$ cat config.mk
export PLATFORM = sky130hd
export DESIGN_NAME = erx_core
export DESIGN_NICKNAME = d
export VERILOG_FILES = /design/src/source/erx_pkg.sv /design/src/source/erx_cfg.sv /design/src/source/erx_core.sv /design/src/source/erx_dispatch.sv /design/src/source/erx_remap.sv /design/src/source/erx_timeout.sv
export SDC_FILE = /design/constraint.sdc
export NUM_CORES = 1
export LEC_CHECK = 0
export ABC_AREA = 1
export ABC_CLOCK_PERIOD_IN_PS = 6900
export BUFFER_PORTS_ARGS = -buffer_cell sky130_fd_sc_hd__buf_2
export CORE_AREA = 2 2 275 168
export DETAILED_ROUTE_END_ITERATION = 10
export DIE_AREA = 0 0 277 170
export PLACE_DENSITY = 0.54
export RECOVER_POWER = 50
export SETUP_SLACK_MARGIN = 0.5
export SLEW_MARGIN = 0
export SYNTH_ARGS = -nofsm -noshare
export SYNTH_HDL_FRONTEND = slang
export SYNTH_HIERARCHICAL = 1
export SYNTH_SLANG_ARGS = --single-unit
$ cat constraint.sdc
create_clock -name clk -period 6.9 [get_ports clk]
set_input_delay 0.69 -clock clk [delete_from_list [all_inputs] [get_ports clk]]
set_output_delay 0.69 -clock clk [all_outputs]
set_load 0.05 [all_outputs]
$ cat src/source/erx_pkg.sv
package erx_pkg;

   // ################################################
   // register map, word indices
   // ################################################
   localparam int unsigned ERX_CFG     = 0;  // rx config
   localparam int unsigned ERX_OFFSET  = 1;  // dynamic remap base
   localparam int unsigned ERX_IDELAY0 = 2;  // tap values, low word
   localparam int unsigned ERX_IDELAY1 = 3;  // tap values, high word
   localparam int unsigned ERX_GPIO    = 4;  // sampled gpio input
   localparam int unsigned ERX_STATUS  = 5;  // sticky events + busy

   // ################################################
   // packet address
   // ################################################

   // row/col view of a mesh address
   typedef struct packed {
      logic [5:0]  row;     // upper 6 bits
      logic [5:0]  col;     // next 6 bits
      logic [19:0] offset;  // local offset, untouched by remap
   } erx_addr_fields_t;

   // same word, two decodes
   // flat for base add, fields for static bit replace
   typedef union packed {
      logic [31:0]      flat;
      erx_addr_fields_t fields;
   } erx_addr_u;

   // 65 bit write packet
   typedef struct packed {
      erx_addr_u   addr;   // destination
      logic [31:0] data;
      logic        write;  // write flag, carried through
   } erx_pkt_t;

   // ################################################
   // config and status
   // ################################################
   typedef enum logic [1:0] {
      REMAP_NONE    = 2'b00,
      REMAP_STATIC  = 2'b01,
      REMAP_DYNAMIC = 2'b10,
      REMAP_NONE2   = 2'b11  // behaves as none
   } erx_remap_mode_e;

   // mirror of the ERX_CFG word, msb first
   typedef struct packed {
      logic [1:0]      reserved;       // 31:30, stored only
      logic [1:0]      timer_cfg;      // 29:28, 00 = off
      logic [11:0]     remap_pattern;  // 27:16
      logic [11:0]     remap_sel;      // 15:4
      erx_remap_mode_e remap_mode;     // 3:2
      logic            mmu_enable;     // 1, no mmu in this slice
      logic            rx_enable;      // 0
   } erx_rxcfg_t;

   // event pulses and busy, from the dispatch stage
   typedef struct packed {
      logic [11:0] zero;       // always zero
      logic        busy;       // output register full
      logic        delivered;  // packet left on the output port
      logic        dis_drop;   // discarded while rx disabled
      logic        to_drop;    // dropped on stall timeout
   } erx_status_t;

endpackage

$ cat src/source/erx_cfg.sv
`timescale 1ns/1ns

module erx_cfg #(
   parameter int RFAW = 6  // word address width
) (
   input  logic                 clk,
   input  logic                 reset,
   // simple memory interface
   input  logic                 mi_en,
   input  logic                 mi_we,        // whole 32 bit words only
   input  logic [14:0]          mi_addr,      // byte address
   input  logic [31:0]          mi_din,
   output logic [31:0]          mi_dout,
   // misc inputs
   input  logic [8:0]           gpio_datain,  // frame and data pins
   input  erx_pkg::erx_status_t status,       // pulses from dispatch
   // config outputs
   output erx_pkg::erx_rxcfg_t  rxcfg,
   output logic [31:0]          remap_base,   // dynamic remap base
   output logic [44:0]          idelay_value, // tap values for the idelay chain
   output logic                 load_taps     // one cycle after idelay1 write
);
   import erx_pkg::*;

   logic [RFAW-1:0] reg_idx;      // word index from byte address
   logic            cfg_write;
   logic            cfg_read;
   logic            rx_write;
   logic            offset_write;
   logic            idelay0_write;
   logic            idelay1_write;
   logic [31:0]     idelay0_reg;
   logic [31:0]     idelay1_reg;
   logic [8:0]      gpio_reg;
   logic [2:0]      sticky;       // {delivered, dis_drop, to_drop}

   // ################################################
   // decode
   // ################################################
   assign reg_idx   = mi_addr[RFAW+1:2];  // drop byte offset
   assign cfg_write = mi_en & mi_we;
   assign cfg_read  = mi_en & ~mi_we;

   assign rx_write      = cfg_write & (reg_idx == RFAW'(ERX_CFG));
   assign offset_write  = cfg_write & (reg_idx == RFAW'(ERX_OFFSET));
   assign idelay0_write = cfg_write & (reg_idx == RFAW'(ERX_IDELAY0));
   assign idelay1_write = cfg_write & (reg_idx == RFAW'(ERX_IDELAY1));

   // ################################################
   // config words
   // ################################################
   always_ff @(posedge clk or posedge reset) begin
      if (reset) begin
         rxcfg <= '0;  // rx disabled, no remap, timer off
      end else if (rx_write) begin
         rxcfg <= erx_rxcfg_t'(mi_din);
      end
   end

   always_ff @(posedge clk or posedge reset) begin
      if (reset) begin
         remap_base <= '0;
      end else if (offset_write) begin
         remap_base <= mi_din;  // added to flat address
      end
   end

   // gpio pins sampled every cycle
   always_ff @(posedge clk) begin
      gpio_reg <= gpio_datain;
   end

   // events stick until hard reset
   always_ff @(posedge clk or posedge reset) begin
      if (reset) begin
         sticky <= '0;
      end else begin
         sticky <= sticky | {status.delivered, status.dis_drop, status.to_drop};
      end
   end

   // ################################################
   // idelay taps
   // ################################################
   always_ff @(posedge clk or posedge reset) begin
      if (reset) begin
         idelay0_reg <= '0;
         idelay1_reg <= '0;
         load_taps   <= 1'b0;
      end else begin
         if (idelay0_write) begin
            idelay0_reg <= mi_din;
         end
         if (idelay1_write) begin
            idelay1_reg <= mi_din;
         end
         load_taps <= idelay1_write;  // high word written last, then load
      end
   end

   // 15 bits from word 1 on top of 30 bits from word 0
   assign idelay_value = {idelay1_reg[14:0], idelay0_reg[29:0]};

   // ################################################
   // read back
   // ################################################

   // one cycle latency, zero when no read
   always_ff @(posedge clk or posedge reset) begin
      if (reset) begin
         mi_dout <= '0;
      end else if (cfg_read) begin
         case (reg_idx)
            RFAW'(ERX_CFG):     mi_dout <= rxcfg;
            RFAW'(ERX_OFFSET):  mi_dout <= remap_base;
            RFAW'(ERX_IDELAY0): mi_dout <= idelay0_reg;
            RFAW'(ERX_IDELAY1): mi_dout <= idelay1_reg;
            RFAW'(ERX_GPIO):    mi_dout <= {23'b0, gpio_reg};
            RFAW'(ERX_STATUS):  mi_dout <= {16'b0, status.zero, status.busy, sticky};
            default:            mi_dout <= '0;  // unmapped
         endcase
      end else begin
         mi_dout <= '0;
      end
   end

endmodule

$ cat src/source/erx_core.sv
`timescale 1ns/1ns

module erx_core #(
   parameter int RFAW = 6  // register word address width
) (
   input  logic              clk,
   input  logic              reset,
   // register access
   input  logic              mi_en,
   input  logic              mi_we,
   input  logic [14:0]       mi_addr,
   input  logic [31:0]       mi_din,
   output logic [31:0]       mi_dout,
   input  logic [8:0]        gpio_datain,
   // packet in
   input  erx_pkg::erx_pkt_t in_pkt,
   input  logic              in_valid,
   output logic              in_ready,
   // packet out
   output erx_pkg::erx_pkt_t out_pkt,
   output logic              out_valid,
   input  logic              out_ready,
   // to the idelay chain
   output logic [44:0]       idelay_value,
   output logic              load_taps
);
   import erx_pkg::*;

   erx_rxcfg_t  rxcfg;       // live config word
   logic [31:0] remap_base;
   erx_status_t status;      // dispatch events
   erx_pkt_t    rm_pkt;      // remap -> dispatch
   logic        rm_valid;
   logic        rm_ready;
   logic        expire;      // stall timeout pulse

   // ################################################
   // register file
   // ################################################
   erx_cfg #(
      .RFAW(RFAW)
   ) u_cfg (
      .clk          (clk),
      .reset        (reset),
      .mi_en        (mi_en),
      .mi_we        (mi_we),
      .mi_addr      (mi_addr),
      .mi_din       (mi_din),
      .mi_dout      (mi_dout),
      .gpio_datain  (gpio_datain),
      .status       (status),
      .rxcfg        (rxcfg),
      .remap_base   (remap_base),
      .idelay_value (idelay_value),
      .load_taps    (load_taps)
   );

   // ################################################
   // packet path
   // ################################################
   erx_remap u_remap (
      .clk        (clk),
      .reset      (reset),
      .rxcfg      (rxcfg),
      .remap_base (remap_base),
      .in_pkt     (in_pkt),
      .in_valid   (in_valid),
      .in_ready   (in_ready),
      .rm_pkt     (rm_pkt),
      .rm_valid   (rm_valid),
      .rm_ready   (rm_ready)
   );

   // watches the output handshake
   erx_timeout u_timeout (
      .clk       (clk),
      .reset     (reset),
      .timer_cfg (rxcfg.timer_cfg),
      .out_valid (out_valid),
      .out_ready (out_ready),
      .expire    (expire)
   );

   erx_dispatch u_dispatch (
      .clk       (clk),
      .reset     (reset),
      .rx_enable (rxcfg.rx_enable),
      .rm_pkt    (rm_pkt),
      .rm_valid  (rm_valid),
      .rm_ready  (rm_ready),
      .expire    (expire),
      .out_pkt   (out_pkt),
      .out_valid (out_valid),
      .out_ready (out_ready),
      .status    (status)
   );

endmodule

$ cat src/source/erx_dispatch.sv
`timescale 1ns/1ns

module erx_dispatch (
   input  logic                 clk,
   input  logic                 reset,
   input  logic                 rx_enable,
   // from remap stage
   input  erx_pkg::erx_pkt_t    rm_pkt,
   input  logic                 rm_valid,
   output logic                 rm_ready,
   // from stall timer
   input  logic                 expire,
   // output port
   output erx_pkg::erx_pkt_t    out_pkt,
   output logic                 out_valid,
   input  logic                 out_ready,
   // event pulses to cfg
   output erx_pkg::erx_status_t status
);
   import erx_pkg::*;

   logic drain;   // output register empties this cycle
   logic accept;  // remap stage hands over a packet
   logic load;    // accepted and kept

   // ################################################
   // output register
   // ################################################

   // leaves by transfer or by timeout drop
   assign drain    = out_valid & (out_ready | expire);
   assign rm_ready = ~out_valid | drain;
   assign accept   = rm_valid & rm_ready;
   assign load     = accept & rx_enable;  // disabled -> swallow

   always_ff @(posedge clk or posedge reset) begin
      if (reset) begin
         out_valid <= 1'b0;
      end else if (rm_ready) begin
         out_valid <= rm_valid & rx_enable;
      end
   end

   always_ff @(posedge clk) begin
      if (load) begin
         out_pkt <= rm_pkt;
      end
   end

   // ################################################
   // events
   // ################################################

   // transfer wins over a same-cycle expire
   always_comb begin
      status           = '0;
      status.to_drop   = out_valid & expire & ~out_ready;
      status.dis_drop  = accept & ~rx_enable;
      status.delivered = out_valid & out_ready;
      status.busy      = out_valid;  // live, not sticky
   end

endmodule

$ cat src/source/erx_remap.sv
`timescale 1ns/1ns

module erx_remap (
   input  logic                clk,
   input  logic                reset,
   input  erx_pkg::erx_rxcfg_t rxcfg,       // mode, sel, pattern
   input  logic [31:0]         remap_base,  // dynamic base
   // upstream
   input  erx_pkg::erx_pkt_t   in_pkt,
   input  logic                in_valid,
   output logic                in_ready,
   // to dispatch
   output erx_pkg::erx_pkt_t   rm_pkt,
   output logic                rm_valid,
   input  logic                rm_ready
);
   import erx_pkg::*;

   erx_pkt_t    mapped;    // packet with remapped address
   logic [11:0] rowcol;    // {row, col} of the incoming address
   logic [11:0] new_rc;    // after static replace
   logic        take;      // input transfer this cycle

   // ################################################
   // address remap
   // ################################################
   assign rowcol = {in_pkt.addr.fields.row, in_pkt.addr.fields.col};

   // sel bit set -> take pattern bit
   assign new_rc = (rowcol & ~rxcfg.remap_sel) | (rxcfg.remap_pattern & rxcfg.remap_sel);

   always_comb begin
      mapped = in_pkt;  // data and write flag unchanged
      case (rxcfg.remap_mode)
         REMAP_STATIC: begin
            mapped.addr.fields.row = new_rc[11:6];
            mapped.addr.fields.col = new_rc[5:0];
         end
         REMAP_DYNAMIC: begin
            mapped.addr.flat = in_pkt.addr.flat + remap_base;  // wraps at 32 bits
         end
         default: begin
            mapped = in_pkt;  // none, none2
         end
      endcase
   end

   // ################################################
   // pipeline register
   // ################################################
   assign in_ready = ~rm_valid | rm_ready;  // empty or draining
   assign take     = in_valid & in_ready;

   always_ff @(posedge clk or posedge reset) begin
      if (reset) begin
         rm_valid <= 1'b0;
      end else if (in_ready) begin
         rm_valid <= in_valid;  // refill or go empty
      end
   end

   // payload, no reset
   always_ff @(posedge clk) begin
      if (take) begin
         rm_pkt <= mapped;
      end
   end

endmodule

$ cat src/source/erx_timeout.sv
`timescale 1ns/1ns

module erx_timeout (
   input  logic       clk,
   input  logic       reset,
   input  logic [1:0] timer_cfg,  // 00 off, 01/10/11 = 16/64/256
   input  logic       out_valid,
   input  logic       out_ready,
   output logic       expire      // one cycle pulse
);
   localparam int CW = 9;  // holds 256

   logic [CW-1:0] count;   // consecutive stalled cycles
   logic [CW-1:0] limit;
   logic          stall;

   // ################################################
   // limit decode
   // ################################################
   always_comb begin
      case (timer_cfg)
         2'b01:   limit = 9'd16;
         2'b10:   limit = 9'd64;
         2'b11:   limit = 9'd256;
         default: limit = 9'd0;  // timer off, never reached
      endcase
   end

   // held packet not taken, timer enabled
   assign stall = out_valid & ~out_ready & (timer_cfg != 2'b00);

   // ################################################
   // stall counter
   // ################################################
   always_ff @(posedge clk or posedge reset) begin
      if (reset) begin
         count  <= '0;
         expire <= 1'b0;
      end else if (stall) begin
         if (count == limit - 9'd1) begin
            count  <= '0;    // limit-th stalled cycle
            expire <= 1'b1;
         end else begin
            count  <= count + 9'd1;
            expire <= 1'b0;
         end
      end else begin
         // transfer or idle cycle restarts the count
         count  <= '0;
         expire <= 1'b0;
      end
   end

endmodule
## After elaboration in Yosys (flattened, before gate mapping)

Cells that the tools add are included.

| word-level totals | value |
|---|---|
| bits in registers | 315 |
| bits of input ports | 127 |
| output and inout bits | 145 |
| logic and storage cells | 79 |

| operators by class | value |
|---|---|
| add/sub/neg operators | 3 |
| equality and inequality tests | 11 |
| multiplexer cells | 9 |
| bitwise logic cells | 30 |
| reductions and logical operators | 2 |

Operator list:

| operator | number |
|---|---|
| $pmux W32 S6 | 1 |
| $add A32 B32 Y32 | 1 |
| $mux W32 | 1 |
| $pmux W9 S3 | 1 |
| $and A12 B12 Y12 | 2 |
| $pmux W12 S2 | 1 |
| $mux W20 | 1 |
| $mux W9 | 2 |
| $and A1 B1 Y1 | 17 |
| $eq A6 B2 Y1 const B | 2 |
| $eq A6 B3 Y1 const B | 2 |
| $not A12 Y12 | 1 |
| $or A12 B12 Y12 | 1 |
| $add A9 B1 Y9 const B | 1 |
| $eq A9 B9 Y1 | 1 |
| $sub A9 B1 Y9 const B | 1 |
| $eq A2 B2 Y1 const B | 3 |
| $eq A6 B1 Y1 const B | 1 |
| $logic_not A6 Y1 | 1 |
| $not A1 Y1 | 5 |
| $eq A2 B1 Y1 const B | 2 |
| $or A1 B1 Y1 | 3 |
| $or A3 B3 Y3 | 1 |
| $mux W1 | 2 |
| $reduce_bool A2 Y1 | 1 |

## Logic depth before layout (Yosys ltp)

Gate-level depths: netlist of the first run.

| logic depth | value |
|---|---|
| depth after elaboration | 6 |
| depth in mapped cells | 12 |
| gate-level depth less buffers | 12 |

## By module

The synthesis of the first run kept the hierarchy.

By module, submodules not included:

| module | instances | cells each | area an instance (µm²) | seq. area each (µm²) |
|---|---|---|---|---|
| erx_cfg | 1 | 883 | 7612.3 | 4284.1 |
| erx_remap | 1 | 669 | 5098.6 | 1976.9 |
| erx_dispatch | 1 | 93 | 2137.0 | 1976.9 |
| erx_timeout | 1 | 75 | 575.6 | 250.2 |

## Least setup slack after synthesis of the first run

OpenSTA, ideal clock, no wires.

| timing path | value |
|---|---|
| kind | input port to flip-flop |
| start point | in out_ready |
| end point | reg u_remap/rm_pkt[0] (netlist name) |
| setup time | 0.509 ns |
| arrival | 4.003 ns |
| required time | 6.391 ns |
| setup slack | 2.388 ns |
| cell stages on the path | 4 |
| buffers on the path | 0 |
| cell sequence | nor2_2 > nand2_2 > inv_1 > a21oi_1 |

| between the ends | value |
|---|---|
| word-level cells in the longest chain between the ends | 5 |

Ends and longest elaborated chain:

| what | line | RTL |
|---|---|---|
| start, declared | erx_core.sv:22 | `input logic out_ready,` |
| $or A1 B1 Y1 | erx_dispatch.sv:31 | `assign drain = out_valid & (out_ready \| expire);` |
| $and A1 B1 Y1 | erx_dispatch.sv:31 |  |
| $or A1 B1 Y1 | erx_dispatch.sv:32 | `assign rm_ready = ~out_valid \| drain;` |
| net rm_ready | erx_core.sv:34 | `logic rm_ready;` |
| $or A1 B1 Y1 | erx_remap.sv:51 | `assign in_ready = ~rm_valid \| rm_ready;` |
| $and A1 B1 Y1 | erx_remap.sv:52 | `assign take = in_valid & in_ready;` |
| net u_remap.take | erx_remap.sv:22 | `logic take;` |

The timed path passes the listed nets, and every way through them passes these cells.
A chain may end at the register's enable or synchronous reset.

## Worst setup path after layout of the first run

| timing path | value |
|---|---|
| start point | reg u_dispatch.out_valid |
| end point | reg u_dispatch/out_pkt[38] (netlist name) |

| between the ends | value |
|---|---|
| word-level cells in the longest chain between the ends | 4 |
| elaborated cells on any way between the ends | 5 |
| those cells by class | 5 x bitwise |

Ends and longest elaborated chain:

| what | line | RTL |
|---|---|---|
| start, declared | erx_dispatch.sv:15 | `output logic out_valid,` |
| start signal, assigned | erx_dispatch.sv:40 | `out_valid <= rm_valid & rx_enable;` |
| $and A1 B1 Y1 / $not A1 Y1 (equally long branches) | erx_dispatch.sv:31, erx_dispatch.sv:32 |  |
| $or A1 B1 Y1 * | erx_dispatch.sv:32 |  |
| $and A1 B1 Y1 * | erx_dispatch.sv:33 | `assign accept = rm_valid & rm_ready;` |
| $and A1 B1 Y1 * | erx_dispatch.sv:34 | `assign load = accept & rx_enable;` |
| net u_dispatch.load | erx_dispatch.sv:24 | `logic load;` |

Mark *: on every way through the listed nets, which the timed path passes. The rest lies on a longest branch.

==> results of run 1 <==
stage by stage:
step           hold slack (ps)  power [W]  setup slack [ps]  cells
2_1_floorplan              400    0.00265              1780   1731
3_3_place_gp               400    0.00282              3150   2481
5_1_grt                   82.3    0.00493              2270   2546
6_report                  83.7    0.00471              2890   2547
4_1_cts                   45.1    0.00478              3620   2542
3_5_place_dp               405    0.00283              3070   2481
routing by layer:
layer	vias to the layer above	share of wire	global-route usage
met5	-	0.00086	0
met4	6	0.018	0.0510
met3	60	0.061	0.0397
met2	302	0.43	0.275
met1	5524	0.49	0.273
li1	5894	-	-
power by group through the flow:
stage / Sequential [W] / Combinational [W] / Clock, W
4_1_cts: 0.00215 / 0.000645 / 0.00198
5_1_grt: 0.00217 / 0.000699 / 0.00206
2_1_floorplan: 0.00220 / 0.000457 / 0
6_report: 0.00216 / 0.000629 / 0.00192
3_5_place_dp: 0.00219 / 0.000642 / 0
3_3_place_gp: 0.00219 / 0.000636 / 0
kinds of logic (layout without fill, tap and decap cells):
family,Yosys count,count (layout),share of synthesized area
other,1,17,0.000243
flip-flops,315,315,0.550
AND/OR/NAND/NOR,816,816,0.226
multiplexers,12,12,0.00876
AO/OA/AOI/OAI,219,219,0.0776
XOR/XNOR,20,20,0.0114
buffers and inverters,299,521,0.0944
adder cells (fa/ha/maj),38,38,0.0313
path summary, 6_finish.rpt:
check                      slack (ps)            startpoint  cells after the start                     end
setup / recovery                 2890  u_dispatch/out_valid                      2  u_dispatch/out_pkt[38]
hold / removal                     80                 reset                      2    u_dispatch/out_valid
setup reg to reg                 2890  u_dispatch/out_valid                      2  u_dispatch/out_pkt[38]
hold reg to reg                   410    u_remap/rm_pkt[16]                      0  u_dispatch/out_pkt[16]
max in group asynchronous        3020                 reset                      3       u_cfg/mi_dout[22]
min in group clk                  260        gpio_datain[3]                      1       u_cfg/gpio_reg[3]
cell type report:
class	count	area, sq um
Clock buffer	42	932
Tap cell	589	737
Fill cell	4590	26600
Timing Repair Buffer	269	1180
Inverter	191	721
Antenna cell	5	12.5
Multi-Input combinational cell	1117	5530
Sequential cell	315	8490
Clock inverter	19	240
worst reg2reg max path, delay by kind of cell (launching register included):
kind,cells,cell delay [ps]
buffers and inverters,1,2660
DFF,1,560
AOI/OAI and AO/OA,1,230
synthesized netlist by cell type (4+ instances only):
| master | instances |
|---|---|
| nand2_1 | 526 |
| inv_1 | 183 |
| dfrtp_1 | 176 |
| nor2_1 | 131 |
| edfxtp_1 | 130 |
| o21ai_1 | 85 |
| buf_4 | 64 |
| a21oi_1 | 61 |
| nand3_1 | 61 |
| o21ai_0 | 45 |
| ha_1 | 37 |
| nand4_1 | 30 |
| nand2_2 | 26 |
| buf_2 | 25 |
| o21ai_2 | 17 |
| xnor2_1 | 16 |
| nand3_2 | 14 |
| mux2_2 | 12 |
| clkbuf_1 | 10 |
| dfxtp_1 | 9 |
| nor2_2 | 9 |
| nor2_4 | 7 |
| a21oi_2 | 6 |
| buf_6 | 6 |
| inv_2 | 6 |
| xor2_1 | 4 |
==> impl_metrics.env, run 1 <==
export IMPL_gp_congestion=0.871
export IMPL_fin_area_sq_um=17800
export IMPL_port_buffers=262
export IMPL_power_density_nw_per_um2=264
export IMPL_seq_area_frac_synth=0.550
export IMPL_start_util=0.347
export IMPL_worstPathCellList="a21oi_4 -> clkbuf_1"
export IMPL_cp_arrival_ps=4050
export IMPL_timing_worst_setup_path_type="flop to flop"
export IMPL_drc=0
export IMPL_final_layout_size_suffix_gt1_frac=0.146
export IMPL_synth_seq_cells=315
export IMPL_yosys_area_top_type="dfrtp_1"
export IMPL_grt_ovfl_total=0
export IMPL_yosysWarnings=6
export IMPL_synth_area_sq_um=15400
export IMPL_wl_per_cell_um=17.3
export IMPL_cap_violations=2
export IMPL_pwr_share_clk=0.408
export IMPL_p_seq_frac=0.458
export IMPL_cp_start_kind="flop"
export IMPL_grt_start_max_net_pins=97
export IMPL_mostFrequentLayoutCells="nand2_1, inv_1, dfrtp_1"
export IMPL_yosysUniqueCellTypes=42
export IMPL_area_growth_syn_to_layout_pct=15.7
export IMPL_cp_data_required_time_ps=6930
export IMPL_cts_made_buffers=34
export IMPL_die_h_um=170
export IMPL_clk_pin_slew_ps=60
export IMPL_finalSetupViolCount=0
export IMPL_fin_skew_ps=32.7
export IMPL_fin_nets=2093
export IMPL_num_rows=60
export IMPL_final_common_cell="nand2_1"
export IMPL_irDropWorstVdd_mv=0.147
export IMPL_fmax_mhz=249
export IMPL_core_sq_um=44400
export IMPL_fin_util=0.401
export IMPL_reg_top3="u_dispatch/out_pkt (65), u_remap/rm_pkt (65)"
export IMPL_slew_violations=163
export IMPL_synth_area_leaders="dfrtp_1, edfxtp_1, nand2_1"
export IMPL_ant_nets=0
export IMPL_ys_flop_type="dfrtp_1"
export IMPL_p_comb_frac=0.134
export IMPL_hold_viol=0
export IMPL_clk_latency_ps=530
export IMPL_max_stage_delay_ps=2650
export IMPL_grt_pass1_wl_um=66800
export IMPL_synth_edff_count=130
export IMPL_vias=11800
export IMPL_cts_sinks=315
export IMPL_p_leak_nw=8.32
export IMPL_endpoint_kind="flop"
export IMPL_hold_buffers=0
export IMPL_die_area_sq_um=47100
export IMPL_netSwitchingPower_w=0.00130
export IMPL_root_buffer="clkbuf_16"
export IMPL_critPathBufInv=1
export IMPL_max_slew_margin=-1.96
export IMPL_postSynth_asyncResetShare=0.559
export IMPL_synthCells=1720
export IMPL_period_share=0.582
export IMPL_first_global_vias=11200
export IMPL_wirelength_um=44200
export IMPL_io_pins=272
export IMPL_worst_slew_pin_slew_ps=4420
export IMPL_hp_class="primary input to asynchronous set/reset pin"
export IMPL_die_x_um=277
export IMPL_post_cts_resized=0
export IMPL_crit_slowest_cell="clkbuf_1"
export IMPL_violations="max-capacitance violations, max-slew violations"
export IMPL_first_iter_violations=854
export IMPL_firstDrtPassIters=5
export IMPL_finalCriticalPeriod_ps=4010
export IMPL_synth_top_cell_area_share=0.286
export IMPL_setup_tns_ps=0
export IMPL_status="finished with violations"
export IMPL_grtUsageTotal=0.186
export IMPL_rsz0062_at_grt="no"
export IMPL_placed_area_sq_um=16900
export IMPL_critPathMaxFanout=65
export IMPL_hpwl_um=32800
export IMPL_cts_setup_buffers=0
export IMPL_htreeDepth=2
export IMPL_cpLargestDelayFamily="buffers and inverters"
export IMPL_antenna_found_initial=8
export IMPL_cts_tree="done"
export IMPL_swShare=0.276
export IMPL_viasPerCell=4.63
export IMPL_cts_buffer_depth=3
export IMPL_p_int_w=0.00341
export IMPL_avgSynthCellArea_sq_um=8.97
Note: power is estimated with default switching activity, not from simulation.
==> inputs of run 2 (changes only) <==
--- a/config.mk
+++ b/config.mk
@@ -6,7 +6,7 @@
 export NUM_CORES = 1
 export LEC_CHECK = 0
 export ABC_AREA = 1
-export ABC_CLOCK_PERIOD_IN_PS = 6900
+export ABC_CLOCK_PERIOD_IN_PS = 3700
 export BUFFER_PORTS_ARGS = -buffer_cell sky130_fd_sc_hd__buf_2
 export CORE_AREA = 2 2 275 168
 export DETAILED_ROUTE_END_ITERATION = 10
==> constraint.sdc (replaced) <==
create_clock -name clk -period 3.7 [get_ports clk]
set_input_delay 0.37 -clock clk [delete_from_list [all_inputs] [get_ports clk]]
set_output_delay 0.37 -clock clk [all_outputs]
set_load 0.05 [all_outputs]
==> run 2 against run 1 <==
  * The flow still finishes with violations (max-capacitance violations, max-slew violations)
  * Non-clock buffer count rose by 23
  * Wire length rose by 0.67%
  * Critical path depth rose by 7
  * Cell area rose by 0.89%
  * Largest cell class unchanged
==> impl_metrics.env, run 2 (synthesis results as in run 1) <==
export IMPL_status="finished with violations"
export IMPL_violations="max-capacitance violations, max-slew violations"
export IMPL_setup_tns_ps=0
export IMPL_cts_tree="done"
export IMPL_hp_class="primary input to flop"
export IMPL_worst_slew_pin_slew_ps=1770
export IMPL_reg_top3="u_dispatch/out_pkt (65), u_remap/rm_pkt (65)"
export IMPL_fin_area_sq_um=18000
export IMPL_grtUsageTotal=0.188
export IMPL_die_area_sq_um=47100
export IMPL_wirelength_um=44500
export IMPL_vias=12000
export IMPL_die_h_um=170
export IMPL_die_x_um=277
export IMPL_cts_sinks=315
export IMPL_htreeDepth=2
export IMPL_critPathMaxFanout=64
export IMPL_hold_slack_ps=26.5
export IMPL_antenna_found_initial=0
export IMPL_fmax_mhz=355
export IMPL_hold_start="in_pkt[26]"
export IMPL_hold_end="u_remap/rm_pkt[26]"
export IMPL_timing_worst_setup_path_type="primary input to flop"
export IMPL_r2r_setup_slack_ps=990
export IMPL_slew_violations=140
export IMPL_pwr_share_clk=0.399
export IMPL_final_common_cell="nand2_1"
export IMPL_final_layout_size_suffix_gt1_frac=0.146
export IMPL_final_setup_worst_slack_ps=881
export IMPL_swShare=0.279
export IMPL_p_int_w=0.00627
export IMPL_first_iter_violations=969
export IMPL_placed_area_sq_um=17000
export IMPL_port_buffers=262
export IMPL_first_global_vias=11400
export IMPL_critPathLaunch="mi_addr[7]"
export IMPL_cp_data_required_time_ps=4070
export IMPL_ant_nets=0
export IMPL_rsz0062_at_grt="no"
export IMPL_fin_nets=2116
export IMPL_mostFrequentLayoutCells="nand2_1, inv_1, dfrtp_1"
export IMPL_cp_start_kind="primary input"
export IMPL_clk_latency_ps=530
export IMPL_rr_worst_depth=2
export IMPL_endpoint_kind="flop"
export IMPL_viasPerCell=4.68
export IMPL_drc=0
export IMPL_crit_slowest_cell="nor2_1"
export IMPL_firstDrtPassIters=6
export IMPL_p_seq_frac=0.463
export IMPL_fin_skew_ps=20.3
export IMPL_cp_arrival_ps=3190
export IMPL_wl_per_cell_um=17.3
export IMPL_max_slew_margin=-0.187
export IMPL_dp_cells=2491
export IMPL_grt_ovfl_total=0
export IMPL_whs_path_depth=1
export IMPL_r2r_end="u_dispatch/out_pkt[62]"
export IMPL_rr_startpoint="u_dispatch/out_valid"
export IMPL_period_share=0.762
export IMPL_finalCriticalPeriod_ps=2820
export IMPL_root_buffer="clkbuf_16"
export IMPL_final_cells=2563
export IMPL_diodes=0
export IMPL_finalSetupViolCount=0
export IMPL_dp_slack_ps=1090
export IMPL_irDropWorstVdd_mv=0.224
export IMPL_grt_pass1_wl_um=67900
export IMPL_p_leak_nw=8.42
export IMPL_cap_violations=4
export IMPL_cts_made_buffers=34
export IMPL_p_comb_frac=0.138
export IMPL_gp_congestion=0.930
export IMPL_worstPathCellList="buf_2 -> nor2_1 -> buf_4 -> nand2_1 -> nor2_1 -> nand2_2 -> buf_4 -> nand2_1 -> o21ai_1"
export IMPL_max_stage_delay_ps=1310
export IMPL_hpwl_um=33300
export IMPL_core_sq_um=44400
export IMPL_start_util=0.347
export IMPL_num_rows=60
export IMPL_area_growth_syn_to_layout_pct=16.7
export IMPL_netSwitchingPower_w=0.00243
export IMPL_cts_buffer_depth=3
export IMPL_power_density_nw_per_um2=483
export IMPL_hold_viol=0
export IMPL_clk_pin_slew_ps=60
export IMPL_io_pins=272
export IMPL_grt_start_max_net_pins=81
export IMPL_cts_setup_buffers=0
[run 2: cell count changes in the layout (fill, tap and decap cells not counted), moves of 2 or more]
cell,previous run,this run
dlygate4sd3_1,0,13
bufinv_16,5,2
inv_6,3,0
nor2_2,10,8
diode_2,5,0
clkbuf_16,35,37
clkinv_2,5,3
buf_4,6,13
nor2_1,130,133
buf_12,0,2
[run 2: timing repair]
item	CTS	global route
hold endpoints to repair	24	0
gates resized for setup	0	0
hold buffers	13	0
[run 2: power by group through the flow]
stage,logic [W],registers [W],clock network (W)
after floorplan,0.000852,0.00409,0
final,0.00120,0.00403,0.00347
after detailed placement,0.00121,0.00409,0
after CTS,0.00123,0.00402,0.00357
after global placement,0.00120,0.00408,0
after global routing,0.00133,0.00405,0.00371
[run 2: layout make-up]
| cell class | count | area, sq um |
|---|---|---|
| Timing Repair Buffer | 292 | 1410 |
| Tap cell | 589 | 737 |
| Fill cell | 4525 | 26400 |
| Inverter | 191 | 721 |
| Clock buffer | 47 | 1010 |
| Clock inverter | 12 | 121 |
| Sequential cell | 315 | 8490 |
| Multi-Input combinational cell | 1117 | 5520 |
[run 2: worst max-delay path by stage]
stage	end	slack [ps]	depth (start not counted)
after floorplan	u_remap/rm_pkt[0]	510	3
after global placement	u_cfg/idelay1_reg[1]	1160	7
after detailed placement	u_cfg/idelay1_reg[1]	1090	7
after CTS	u_remap/rm_pkt[61]	1330	11
after global routing	u_cfg/remap_base[8]	660	9
final	u_cfg/remap_base[25]	880	9
[run 2: per-stage QoR]
step                      total power [W]  utilization
after floorplan                   0.00495            -
after global placement            0.00528        0.382
after detailed placement          0.00530        0.382
after CTS                         0.00882        0.410
after global routing              0.00909        0.405
final                             0.00870        0.405
[run 2: critical path: cells and delay by family]
family | cells | cell delay [ps]
simple gates | 5 | 1890
buf+inv | 3 | 820
compound gates | 1 | 90
[run 2: routing by layer]
layer	vias up	routed length (um)	GRT usage
met5	-	0	0
met4	0	572	0.0331
met3	52	2800	0.0353
met2	364	18500	0.274
met1	5635	22600	0.290
li1	5950	-	-
==> inputs of run 3 (changes only) <==
--- a/config.mk
+++ b/config.mk
@@ -5,13 +5,13 @@
 export SDC_FILE = /design/constraint.sdc
 export NUM_CORES = 1
 export LEC_CHECK = 0
-export ABC_AREA = 1
-export ABC_CLOCK_PERIOD_IN_PS = 3700
+export ABC_AREA = 0
+export ABC_CLOCK_PERIOD_IN_PS = 2370
 export BUFFER_PORTS_ARGS = -buffer_cell sky130_fd_sc_hd__buf_2
-export CORE_AREA = 2 2 275 168
+export CORE_AREA = 2 2 270 165
 export DETAILED_ROUTE_END_ITERATION = 10
-export DIE_AREA = 0 0 277 170
-export PLACE_DENSITY = 0.54
+export DIE_AREA = 0 0 272 167
+export PLACE_DENSITY = 0.56
 export RECOVER_POWER = 50
 export SETUP_SLACK_MARGIN = 0.5
 export SLEW_MARGIN = 0
==> constraint.sdc (replaced) <==
create_clock -name clk -period 2.37 [get_ports clk]
set_input_delay 0.237 -clock clk [delete_from_list [all_inputs] [get_ports clk]]
set_output_delay 0.237 -clock clk [all_outputs]
set_load 0.05 [all_outputs]
==> run 3 against run 2 <==
  * Global-route usage grew 0.064 points
  * Combinational power grew 100%
  * The flow finishes with violations (negative setup slack)
  * Hold slack is essentially flat
  * Sequential power grew 55%
  * Via count shrank 12%
  * Largest power group unchanged
  * Synthesized cell count shrank 35%
  * Cell area grew 9.5%
  * Largest cell class unchanged
  * Wire length shrank 1.8%
  * Sequential cell count is the same
  * Register-to-register slack lost 1600 ps
  * Count of clock-buffer cells in the layout grew 6
  * Final cell count shrank 15%
==> impl_metrics.env, run 3 <==
export IMPL_status="finished with violations"
export IMPL_violations="negative setup slack"
export IMPL_drc=0
export IMPL_area_growth_syn_to_layout_pct=32.3
export IMPL_period_share=1.25
export IMPL_hold_slack_ps=26.2
export IMPL_yosysWarnings=6
export IMPL_grtUsageTotal=0.188
export IMPL_synth_area_leaders="dfrtp_1, edfxtp_1, mux2_2"
export IMPL_gp_congestion=0.872
export IMPL_cp_start_kind="flop"
export IMPL_hold_viol=0
export IMPL_synth_top_cell_area_share=0.295
export IMPL_placed_area_sq_um=17500
export IMPL_synth_seq_cells=315
export IMPL_synthCells=1123
export IMPL_finalCriticalPeriod_ps=2970
export IMPL_yosys_area_top_type="dfrtp_1"
export IMPL_yosysUniqueCellTypes=78
export IMPL_netlist_top_cells_count="mux2_2, dfrtp_1, edfxtp_1, buf_4, nand3_1"
export IMPL_die_area_sq_um=45400
export IMPL_cts_tree="done"
export IMPL_r2r_setup_slack_ps=-600
export IMPL_cts_sinks=315
export IMPL_power_density_nw_per_um2=683
export IMPL_cp_data_required_time_ps=2690
export IMPL_fin_nets=1729
export IMPL_ant_nets=0
export IMPL_finalSetupViolCount=24
export IMPL_critPathMaxFanout=3
export IMPL_first_global_vias=10800
export IMPL_hold_start="in_pkt[52]"
export IMPL_antenna_found_initial=5
export IMPL_final_setup_worst_slack_ps=-603
export IMPL_viasPerCell=4.86
export IMPL_max_stage_delay_ps=430
export IMPL_cap_violations=0
export IMPL_dp_slack_ps=-635
export IMPL_firstDrtPassIters=5
export IMPL_timing_worst_setup_path_type="flop to flop"
export IMPL_max_slew_margin=0.0923
export IMPL_critPathLaunch="u_cfg/remap_base[0]"
export IMPL_worst_slew_pin_slew_ps=1360
export IMPL_wirelength_um=43600
export IMPL_num_rows=59
export IMPL_fin_area_sq_um=19700
export IMPL_clk_latency_ps=580
export IMPL_core_sq_um=42900
export IMPL_postSynth_asyncResetShare=0.559
export IMPL_fin_skew_ps=18.4
export IMPL_mostFrequentLayoutCells="buf_2, mux2_2, dfrtp_1"
export IMPL_clk_pin_slew_ps=70
export IMPL_ys_flop_type="dfrtp_1"
export IMPL_wl_per_cell_um=20.1
export IMPL_rr_startpoint="u_cfg/remap_base[0]"
export IMPL_irDropWorstVdd_mv=0.393
export IMPL_cts_buffer_depth=3
export IMPL_hp_class="primary input to flop"
export IMPL_grt_start_max_net_pins=66
export IMPL_avgSynthCellArea_sq_um=13.3
export IMPL_reg_top3="u_dispatch/out_pkt (65), u_remap/rm_pkt (65)"
export IMPL_seq_area_frac_synth=0.569
export IMPL_slew_violations=0
export IMPL_synth_area_sq_um=14900
export IMPL_hpwl_um=30500
export IMPL_die_x_um=272
export IMPL_vias=10500
export IMPL_port_buffers=262
export IMPL_fin_util=0.460
export IMPL_fmax_mhz=336
export IMPL_synth_most_common_cell="mux2_2"
export IMPL_cts_made_buffers=31
export IMPL_rsz0062_at_grt="yes"
export IMPL_grt_pass1_wl_um=65500
export IMPL_fillers=3991
export IMPL_root_buffer="clkbuf_16"
export IMPL_synth_edff_count=130
export IMPL_worstPathCellList="ha_4 -> fa_2 -> a21o_1 -> a21o_1 -> a211oi_2 -> buf_4 -> o21a_1 -> o21ai_2 -> a211o_1 -> a21oi_2 -> xnor2_1 -> mux2_4"
export IMPL_p_leak_nw=8.86
export IMPL_first_iter_violations=738
export IMPL_htreeDepth=1
export IMPL_crit_slowest_cell="dfrtp_1"
export IMPL_grt_ovfl_total=0
export IMPL_final_layout_size_suffix_gt1_frac=0.452
export IMPL_die_h_um=167
export IMPL_final_common_cell="buf_2"
export IMPL_cp_arrival_ps=3290
export IMPL_path_common_cell="a21o_1"
export IMPL_start_util=0.348
export IMPL_endpoint_kind="flop"
export IMPL_io_pins=272
## run 3: cell count changes after synthesis, sizes merged, moves of 16 or more
| cell | previous run | this run |
|---|---|---|
| or4 | 0 | 25 |
| clkbuf | 10 | 26 |
| nor2 | 147 | 35 |
| a21oi | 67 | 45 |
| mux2 | 12 | 195 |
| nand2 | 553 | 39 |
| nand4 | 30 | 2 |
| o21ai | 147 | 24 |
| mux2i | 0 | 26 |
| inv | 190 | 26 |
| a31oi | 1 | 17 |
## run 3: final cells by class
class	count	area, sq um	area share
flip-flops and latches	315	8490	0.431
multi-input cells	680	5950	0.302
repair buffers	510	3500	0.178
clock buffers	53	902	0.0458
well taps	579	724	0.0367
inverters	26	98.8	0.00501
clock inverters	4	47.5	0.00241
diodes	2	5.00	0.000254
## run 3: metrics by stage
stage / power, W / setup TNS (ps) / cells
2_1_floorplan: 0.00772 / -2170 / 1134
3_3_place_gp: 0.00849 / -7580 / 1998
3_5_place_dp: 0.00851 / -8430 / 1998
4_1_cts: 0.0136 / -7720 / 2158
5_1_grt: 0.0141 / -12000 / 2168
6_report: 0.0135 / -9180 / 2169
## run 3: final timing paths
path	endpoint	depth (start not counted)
max	u_remap/rm_pkt[49]	12
min	u_remap/rm_pkt[52]	2
max reg2reg	u_remap/rm_pkt[49]	12
min reg2reg	u_dispatch/out_pkt[36]	0
max in group asynchronous	u_cfg/idelay0_reg[21]	4
min in group asynchronous	u_remap/rm_valid	3
## run 3: report_power, final
group,switching (W),total (W),leakage (nW),internal (W)
combinational,0.00133,0.00245,4.70,0.00111
sequential,0.000213,0.00625,3.70,0.00603
clock,0.00211,0.00478,0.458,0.00267
## run 3: repair_timing
action,in CTS,in global routing
setup endpoints to repair,28,29
endpoints found under the hold margin,206,1
pin swaps,21,19
hold buffers,86,1
gates resized for setup,44,26
buffers inserted,17,8
## run 3: cell families (layout without fill, tap and decap cells)
group / Yosys count / in the layout / synth area share
fa+ha+maj: 38 / 38 / 0.0324
flops: 315 / 315 / 0.569
compound gates: 155 / 155 / 0.0700
other cells: 1 / 14 / 0.000252
simple gates: 221 / 221 / 0.0876
buf+inv: 139 / 593 / 0.0562
xor+xnor: 33 / 33 / 0.0194
mux: 221 / 221 / 0.165
## run 3: per-layer routing
metal	GRT usage	part of all wire
met1	0.271	0.48
met2	0.291	0.44
met3	0.0443	0.058
met4	0.0358	0.018
met5	0	0.00087
## run 3: worst max-delay path, delay by kind of cell, from the launching register on
family | cells | cell delay [ps]
mux | 1 | 260
fa+ha+maj | 2 | 540
compound gates | 7 | 1230
buf+inv | 1 | 170
xor+xnor | 1 | 80
flops | 1 | 430
